File: src/verilog/qtr_macros.svh
`ifndef QTR_MACROS_SVH
`define QTR_MACROS_SVH

// system clock in Hz
`define QTR_CLK_FREQUENCY 25_000_000

// clock cycles in one 10 us tick
`define QTR_TICK_CYCLES (`QTR_CLK_FREQUENCY / 100_000)

`define QTR_CHANNELS 4        // sensors read side by side

// ticks the sensor caps are charged before timing starts
`define QTR_CHARGE_TICKS 1

`define QTR_FIFO_DEPTH 4      // scans buffered between scanner and classifier

`endif

File: src/verilog/qtr_pkg.sv
`default_nettype none

`include "qtr_macros.svh"

package qtr_pkg;

    // a channel index is at least one bit wide even for a single sensor
    localparam int CHAN_IDX_W = (`QTR_CHANNELS > 1) ? $clog2(`QTR_CHANNELS) : 1;

    // ##########################################################################
    // one finished scan
    // ##########################################################################

    // value[i] is the number of ticks channel i was seen high, capped at 255
    typedef struct packed {
        logic [`QTR_CHANNELS-1:0][7:0] value;
        logic [`QTR_CHANNELS-1:0]      timeout;     // channel hit the 255 cap
    } qtr_scan_t;

    // ##########################################################################
    // one classified scan
    // ##########################################################################

    typedef struct packed {
        logic [`QTR_CHANNELS-1:0] dark_mask;        // value at or above threshold
        logic [CHAN_IDX_W-1:0]    darkest_channel;  // lowest index wins a tie
        logic [7:0]               darkest_value;
        logic                     line_found;       // at least one dark channel
    } line_result_t;

endpackage

`default_nettype wire

File: src/verilog/line_classifier.sv
`timescale 1ns/10ps
`default_nettype none

`include "qtr_macros.svh"

module line_classifier (
    input  wire                     clk,
    input  wire                     reset,
    input  wire qtr_pkg::qtr_scan_t head,
    input  wire                     empty,
    input  wire                     hold,
    input  wire [7:0]               threshold,
    output logic                    pop,
    output qtr_pkg::line_result_t   result,
    output logic                    result_valid
);

    import qtr_pkg::*;

    localparam int CH = `QTR_CHANNELS;

    logic                  busy;
    logic [CHAN_IDX_W-1:0] idx;            // channel compared this cycle
    logic                  last;
    logic [CH-1:0][7:0]    vals;
    logic [7:0]            thr;
    logic [7:0]            cur;
    logic [CH-1:0]         mask;
    logic [CH-1:0]         mask_next;
    logic [7:0]            best_val;
    logic [7:0]            best_val_next;
    logic [CHAN_IDX_W-1:0] best_idx;
    logic [CHAN_IDX_W-1:0] best_idx_next;

    // one scan at a time while the rest wait in the FIFO
    assign pop  = !busy && !empty && !hold;
    assign cur  = vals[idx];
    assign last = (idx == CHAN_IDX_W'(CH - 1));

    // ##########################################################################
    // per-channel compare
    // ##########################################################################

    always_comb begin
        mask_next      = mask;
        mask_next[idx] = (cur >= thr);
        best_val_next  = best_val;
        best_idx_next  = best_idx;
        // strict compare keeps the lower index on a tie
        if (cur > best_val) begin
            best_val_next = cur;
            best_idx_next = idx;
        end
    end

    always_ff @(posedge clk) begin
        if (reset) begin
            busy         <= 1'b0;
            idx          <= '0;
            result_valid <= 1'b0;
        end else begin
            result_valid <= 1'b0;
            if (pop) begin
                busy <= 1'b1;
                idx  <= '0;
            end else if (busy) begin
                if (last) begin
                    busy         <= 1'b0;
                    result_valid <= 1'b1;
                end else begin
                    idx <= idx + 1'b1;
                end
            end
        end
    end

    // threshold is taken with the record so a change mid-walk has no effect
    always_ff @(posedge clk) begin
        if (pop) begin
            vals     <= head.value;
            thr      <= threshold;
            mask     <= '0;
            best_val <= 8'd0;
            best_idx <= '0;
        end else if (busy) begin
            mask     <= mask_next;
            best_val <= best_val_next;
            best_idx <= best_idx_next;
            if (last) begin
                result.dark_mask       <= mask_next;
                result.darkest_channel <= best_idx_next;
                result.darkest_value   <= best_val_next;
                result.line_found      <= |mask_next;
            end
        end
    end

endmodule

`default_nettype wire

File: src/verilog/qtr_array_top.sv
`timescale 1ns/10ps
`default_nettype none

`include "qtr_macros.svh"

module qtr_array_top (
    input  wire                          clk,
    input  wire                          reset,
    input  wire                          en,
    input  wire                          hold,
    input  wire [7:0]                    threshold,
    output wire                          qtr_out_en,
    output wire [`QTR_CHANNELS-1:0]      qtr_out_sig,
    input  wire [`QTR_CHANNELS-1:0]      qtr_in_sig,
    output wire qtr_pkg::line_result_t   result,
    output wire                          result_valid,
    output wire                          overflow
);

    import qtr_pkg::*;

    wire qtr_scan_t scan;
    wire            scan_valid;
    wire qtr_scan_t head;
    wire            empty;
    wire            pop;

    // ##########################################################################
    // scanner feeds the FIFO, classifier drains it
    // ##########################################################################

    qtr_scanner u_scanner (
        .clk         (clk),
        .reset       (reset),
        .en          (en),
        .qtr_in_sig  (qtr_in_sig),
        .qtr_out_en  (qtr_out_en),
        .qtr_out_sig (qtr_out_sig),
        .scan        (scan),
        .scan_valid  (scan_valid)
    );

    scan_fifo #(
        .DEPTH (`QTR_FIFO_DEPTH)
    ) u_fifo (
        .clk        (clk),
        .reset      (reset),
        .scan       (scan),
        .scan_valid (scan_valid),
        .pop        (pop),
        .head       (head),
        .empty      (empty),
        .overflow   (overflow)
    );

    line_classifier u_classifier (
        .clk          (clk),
        .reset        (reset),
        .head         (head),
        .empty        (empty),
        .hold         (hold),          // scans pile up in the FIFO while the host holds off
        .threshold    (threshold),
        .pop          (pop),
        .result       (result),
        .result_valid (result_valid)
    );

endmodule

`default_nettype wire

File: src/verilog/qtr_scanner.sv
`timescale 1ns/10ps
`default_nettype none

`include "qtr_macros.svh"

module qtr_scanner (
    input  wire                      clk,
    input  wire                      reset,
    input  wire                      en,
    input  wire [`QTR_CHANNELS-1:0]  qtr_in_sig,
    output logic                     qtr_out_en,
    output logic [`QTR_CHANNELS-1:0] qtr_out_sig,
    output qtr_pkg::qtr_scan_t       scan,
    output logic                     scan_valid
);

    localparam int CH     = `QTR_CHANNELS;
    localparam int TICK_W = $clog2(`QTR_TICK_CYCLES);
    localparam int CHG_W  = $clog2(`QTR_CHARGE_TICKS + 1);

    localparam logic [1:0] S_IDLE   = 2'd0;
    localparam logic [1:0] S_CHARGE = 2'd1;
    localparam logic [1:0] S_TIME   = 2'd2;

    logic [1:0]         state;
    logic [TICK_W-1:0]  div_cnt;
    logic               tick;
    logic [CHG_W-1:0]   charge_cnt;
    logic [CH-1:0][7:0] cnt;
    logic [CH-1:0][7:0] cnt_next;
    logic [CH-1:0]      still_high;       // high and not yet at the cap
    logic [CH-1:0]      timed_out;
    logic               settled;
    logic               start;

    // a new scan needs every line low, otherwise a sensor is still discharging
    assign start = en && (qtr_in_sig == '0);
    assign tick  = (div_cnt == TICK_W'(`QTR_TICK_CYCLES - 1));

    // ##########################################################################
    // 10 us tick divider
    // ##########################################################################

    // held at zero while idle so the first tick lands a full period after start
    always_ff @(posedge clk) begin
        if (reset || (state == S_IDLE)) begin
            div_cnt <= '0;
        end else if (tick) begin
            div_cnt <= '0;
        end else begin
            div_cnt <= div_cnt + 1'b1;
        end
    end

    // ##########################################################################
    // per-channel discharge counters
    // ##########################################################################

    always_comb begin
        for (int i = 0; i < CH; i++) begin
            cnt_next[i]   = cnt[i] + {7'd0, qtr_in_sig[i] && (cnt[i] != 8'hff)};
            still_high[i] = qtr_in_sig[i] && (cnt_next[i] != 8'hff);
            timed_out[i]  = (cnt_next[i] == 8'hff);
        end
    end

    // done once every line has dropped or is stuck at the cap
    assign settled = (still_high == '0);

    always_ff @(posedge clk) begin
        if (state == S_CHARGE) begin
            cnt <= '0;
        end else if ((state == S_TIME) && tick) begin
            cnt <= cnt_next;                // a fallen channel simply stops counting
        end
    end

    always_ff @(posedge clk) begin
        if ((state == S_TIME) && tick && settled) begin
            scan.value   <= cnt_next;
            scan.timeout <= timed_out;
        end
    end

    // ##########################################################################
    // measurement FSM
    // ##########################################################################

    always_ff @(posedge clk) begin
        if (reset) begin
            state       <= S_IDLE;
            qtr_out_en  <= 1'b0;
            qtr_out_sig <= '0;
            scan_valid  <= 1'b0;
            charge_cnt  <= '0;
        end else begin
            scan_valid <= 1'b0;
            case (state)
                S_IDLE: begin
                    if (start) begin
                        state       <= S_CHARGE;
                        qtr_out_en  <= 1'b1;    // drive every sensor high
                        qtr_out_sig <= '1;
                        charge_cnt  <= '0;
                    end
                end
                S_CHARGE: begin
                    if (tick) begin
                        if (charge_cnt == CHG_W'(`QTR_CHARGE_TICKS - 1)) begin
                            state       <= S_TIME;
                            qtr_out_en  <= 1'b0;    // release so the lines read back
                            qtr_out_sig <= '0;
                        end else begin
                            charge_cnt <= charge_cnt + 1'b1;
                        end
                    end
                end
                S_TIME: begin
                    if (tick && settled) begin
                        state      <= S_IDLE;
                        scan_valid <= 1'b1;
                    end
                end
                default: begin
                    state <= S_IDLE;
                end
            endcase
        end
    end

endmodule

`default_nettype wire

File: src/verilog/scan_fifo.sv
`timescale 1ns/10ps
`default_nettype none

`include "qtr_macros.svh"

module scan_fifo #(
    parameter int DEPTH = `QTR_FIFO_DEPTH
) (
    input  wire                     clk,
    input  wire                     reset,
    input  wire qtr_pkg::qtr_scan_t scan,
    input  wire                     scan_valid,
    input  wire                     pop,
    output qtr_pkg::qtr_scan_t      head,
    output logic                    empty,
    output logic                    overflow
);

    import qtr_pkg::*;

    localparam int PTR_W = (DEPTH > 1) ? $clog2(DEPTH) : 1;
    localparam int CNT_W = $clog2(DEPTH + 1);

    qtr_scan_t          mem [DEPTH];
    logic [PTR_W-1:0]   rd_ptr;
    logic [PTR_W-1:0]   wr_ptr;
    logic [CNT_W-1:0]   count;
    logic               full;
    logic               push;
    logic               take;

    // pointers wrap by compare so DEPTH need not be a power of two
    function automatic logic [PTR_W-1:0] next_ptr(input logic [PTR_W-1:0] ptr);
        if (ptr == PTR_W'(DEPTH - 1)) begin
            return '0;
        end
        return ptr + 1'b1;
    endfunction

    assign full  = (count == CNT_W'(DEPTH));
    assign empty = (count == '0);
    assign push  = scan_valid && !full;     // a scan arriving while full is lost
    assign take  = pop && !empty;
    assign head  = mem[rd_ptr];

    always_ff @(posedge clk) begin
        if (push) begin
            mem[wr_ptr] <= scan;
        end
    end

    always_ff @(posedge clk) begin
        if (reset) begin
            rd_ptr   <= '0;
            wr_ptr   <= '0;
            count    <= '0;
            overflow <= 1'b0;
        end else begin
            if (push) begin
                wr_ptr <= next_ptr(wr_ptr);
            end
            if (take) begin
                rd_ptr <= next_ptr(rd_ptr);
            end
            case ({push, take})
                2'b10:   count <= count + 1'b1;
                2'b01:   count <= count - 1'b1;
                default: count <= count;    // both or neither leave the level alone
            endcase
            if (scan_valid && full) begin
                overflow <= 1'b1;           // sticky until reset
            end
        end
    end

endmodule

`default_nettype wire
File: config.mk
export PLATFORM = sky130hd
export DESIGN_NAME = qtr_array_top
export DESIGN_NICKNAME = d
export VERILOG_FILES = /design/src/verilog/qtr_pkg.sv /design/src/verilog/line_classifier.sv /design/src/verilog/qtr_array_top.sv /design/src/verilog/qtr_scanner.sv /design/src/verilog/scan_fifo.sv
export VERILOG_INCLUDE_DIRS = /design/src /design/src/verilog
export SDC_FILE = /design/constraint.sdc
export NUM_CORES = 1
export LEC_CHECK = 0
export ABC_AREA = 1
export BUFFER_PORTS_ARGS = -buffer_cell sky130_fd_sc_hd__buf_4
export CAP_MARGIN = 20
export CORE_ASPECT_RATIO = 1.4
export CORE_UTILIZATION = 30
export CTS_CLUSTER_SIZE = 10
export DETAILED_ROUTE_END_ITERATION = 8
export PLACE_DENSITY = 0.45
export SLEW_MARGIN = 20
export SYNTH_ARGS = -nofsm -noshare
export SYNTH_HDL_FRONTEND = slang
export SYNTH_SLANG_ARGS = --single-unit
File: constraint.sdc
create_clock -name clk -period 6.4 [get_ports clk]
set_clock_uncertainty 0.15 [all_clocks]
set_input_delay 0.32 -clock clk [delete_from_list [all_inputs] [get_ports clk]]
set_output_delay 0.32 -clock clk [all_outputs]
set_load 0.02 [all_outputs]
==> metrics.cfg <==
[power_and_ir_drop]
p_leak_uw = 0.00510
power.density_nw_per_um2 = 336
ir_drop_mv = 0.146
power_uw = 4690

[logic_synthesis]
synth_nets = 1126
synth_top_area_cell = edfxtp_1
postSynthAreaPerCell_um2 = 11.2
seq_area_frac_synth_pct = 65.6
ys_seq_elements = 285
syn_area_um2 = 12000
synth_top_area_share_pct = 53.9
synth_cells = 1073
synth_area_leaders = edfxtp_1, dfxtp_1, o21ai_0, nor2_1, ha_1
ys_types = 44
ys_warn_count = 0

[clocking]
cts_sinks = 285
cts_root_buffer = clkbuf_16
post-cts-setup-buffer-count = 0
numCtsBuffers = 35
clkLatencyLatePin_ns = 0.51
cts_max_path_buffers = 3
cts_resized = 0
h-tree-depth = 2
clk_pin_slew_ns = 0.05
cts_tree = built

[sta]
whs_ns = 0.0210
slew_viol_final = 0
hold_violations = 0
fmax_mhz = 309
tns_ns = 0
fin_crit_sh_pct = 50.5
slew_headroom_pct = 36.3
worst_pin_slew_ns = 0.955
finalCriticalPeriod_ns = 3.23
rsz0062_at_grt = false
setup_viol_count_final = 0

[drt]
routed_wl_mm = 26.4
drc_errors = 0
postRouteAntennaNets = 0
first_pass_iters = 4
vias = 7581
via_per_inst = 4.52
avgRoutedWirePerCell_um = 15.7
drt_iter0_drc = 382

[critical_path]
rr_worst_depth = 15
max_stage_delay_ns = 0.45
required_ns = 6.41
critical_path_class = flip-flop to flip-flop
crit_family = simple AND/OR/NAND/NOR gates
critPathBufInv = 1
crit_arrival_ns = 3.24
critPathCaptureType = flip-flop
path_depth = 15
cp_common_cell = nand2_1
cp_slowest_cell = dfxtp_1
path_cells = nand2_1 > nor4_1 > a21boi_0 > ha_1 > ha_1 > nand3_1 > nand2_1 > nand2_1 > nand3_1 > nor2_1 > nand2_1 > nand2_1 > nand3_2 > nor3_4 > buf_4
cp_max_fo = 32
cp-start-kind = flip-flop

[place]
placed_cells = 1604
placed_area_um2 = 12800
dp_hpwl_mm = 17.1
port_buffers = 37
gp_congestion = 0.770

[final_layout]
diodes = 0
syn_to_final_growth_pct = 16.5
design_area_um2 = 14000
finalNetCount = 1175
drive_above_1_share_pct = 13.6
fillers = 3957
fin_cells = 1676

[floorplanning]
pin_count = 38
rows = 86
die_w_um = 171
core-area_um2 = 39400
initial_core_util_pct = 30.4
die-area_um2 = 40800
die_h_um = 238

[global_routing]
track_usage_pct = 13.2
grt_pass1_vias = 7551
grt-ovfl-total = 0
grt_pass1_wl_mm = 41.0
grt_antenna_before_repair = 0
grt_max_degree = 68

[hold_path]
whs_path_depth = 2
hold_class = input port to flip-flop

[run_status]
outcome = finished, final reports clean

[job]
drv_cap = 0

-- sequential cells by signal, indices dropped and copies added, names as in the netlist --
| name | flops |
|---|---|
| u_scanner.state | 2 |
| u_scanner.scan | 32 |
| u_classifier.vals | 32 |
| u_classifier.busy | 1 |
| u_classifier.result | 15 |
| u_classifier.thr | 8 |
| u_classifier.best_idx | 2 |
| u_classifier.mask | 4 |
| u_classifier.best_val | 8 |
| u_fifo.rd_ptr | 2 |
| u_scanner.qtr_out_sig | 1 |
| u_scanner.scan_valid | 1 |
| u_classifier.result_valid | 1 |
| u_fifo.count | 3 |
| u_fifo.wr_ptr | 2 |
| u_fifo.overflow | 1 |
| u_classifier.idx | 2 |
| u_fifo.mem | 128 |
| u_scanner.div_cnt | 8 |
| u_scanner.cnt | 32 |
-- per-stage QoR --
step	setup slack, ns	utilization (%)
6_report	3.17	35.4
3_3_place_gp	3.11	32.5
2_1_floorplan	2.44	-
5_1_grt	2.72	35.4
3_5_place_dp	3.07	32.6
4_1_cts	3.06	35.4
-- cell usage after synthesis, drive strengths merged --
cell type / n
edfxtp: 215
nor2: 140
o21ai: 138
nand2: 127
inv: 117
dfxtp: 70
a21oi: 54
o22ai: 39
nand3: 37
ha: 36
clkbuf: 23
buf: 22
nand4: 10
a211oi: 8
nor3: 7
a31oi: 6
nor4: 5
a21boi: 3
nor3b: 3
o21a: 2
o21bai: 2
xor2: 2
a32oi: 1
clkinv: 1
fa: 1
o211ai: 1
o31a: 1
o31ai: 1
xnor2: 1
-- worst reg2reg max path: cells and delay by family (launching register included) --
kind / cells / cell delay (ns)
simple gates: 11 / 1.26
compound gates: 1 / 0.14
buf+inv: 1 / 0.39
flops: 1 / 0.45
fa+ha+maj: 2 / 0.47
-- metal layers --
metal / global-route usage (%) / share of wire [%] / routed length [µm] / vias up
met5: 0 / 0 / 0 / -
met4: 4.95 / 2.6 / 684 / 0
met3: 2.07 / 3.0 / 780 / 41
met2: 24.5 / 53 / 13900 / 93
met1: 14.9 / 42 / 11000 / 3593
li1: - / - / - / 3854
-- power by group --
group          total (µW)  switching [µW]  internal, µW
clock network        1820             721          1090
logic                 669             436           233
registers            2210            94.8          2110
-- path summary, 6_finish.rpt --
| check | startpoint | end | slack [ns] |
|---|---|---|---|
| worst max-delay path | u_scanner.cnt[2]$_SDFFE_PN0P_ | u_scanner.scan[18]$_DFFE_PP_ | 3.17 |
| worst min-delay path | reset | u_fifo.overflow$_SDFFE_PP0P_ | 0.02 |
| worst max register to register | u_scanner.cnt[2]$_SDFFE_PN0P_ | u_scanner.scan[18]$_DFFE_PP_ | 3.17 |
| worst min register to register | u_fifo.overflow$_SDFFE_PP0P_ | u_fifo.overflow$_SDFFE_PP0P_ | 0.30 |
-- repair_timing --
item	4_1_cts	5_1_grt
hold buffers	9	0
endpoints found under the hold margin	10	0
setup endpoints to repair	0	0
-- cells by family (layout without fill, tap and decap cells) --
kind of cell	Yosys count	in the layout	share of synthesized area, %
XOR/XNOR	3	3	0.219
buffers and inverters	163	238	5.76
adder cells (fa/ha/maj)	37	37	3.93
AND/OR/NAND/NOR	329	329	12.4
AO/OA/AOI/OAI	256	256	12.2
flip-flops	285	285	65.6
-- layout by cell type (no fill, tap or decap), drive strengths merged --
master	netlist	final
nor2	140	140
edfxtp	215	215
xor2	2	2
dlygate4sd3	0	9
fa	1	1
o22ai	39	39
a211oi	8	8
nand3	37	37
o21a	2	2
inv	117	117
o21bai	2	2
dfxtp	70	70
o211ai	1	1
o21ai	138	138
nor3	7	7
o31ai	1	1
xnor2	1	1
nand2	127	127
o31a	1	1
ha	36	36
clkinv	1	2
clkbuf	23	62
a21oi	54	54
a32oi	1	1
nor4	5	5
buf	22	48
nand4	10	10
nor3b	3	3
a21boi	3	3
a31oi	6	6
-- area by class of cell --
cell class                      instances  area (µm²)  share of cell area [%]
Sequential cell                       285        7860                    56.3
Multi-Input combinational cell        625        3500                    25.0
Clock buffer                           62        1040                    7.45
Tap cell                              528         661                    4.73
Timing Repair Buffer                   57         450                    3.23
Inverter                              118         443                    3.17
Clock inverter                          1        8.76                  0.0627
No activity file was read; power rests on OpenSTA's default activity.
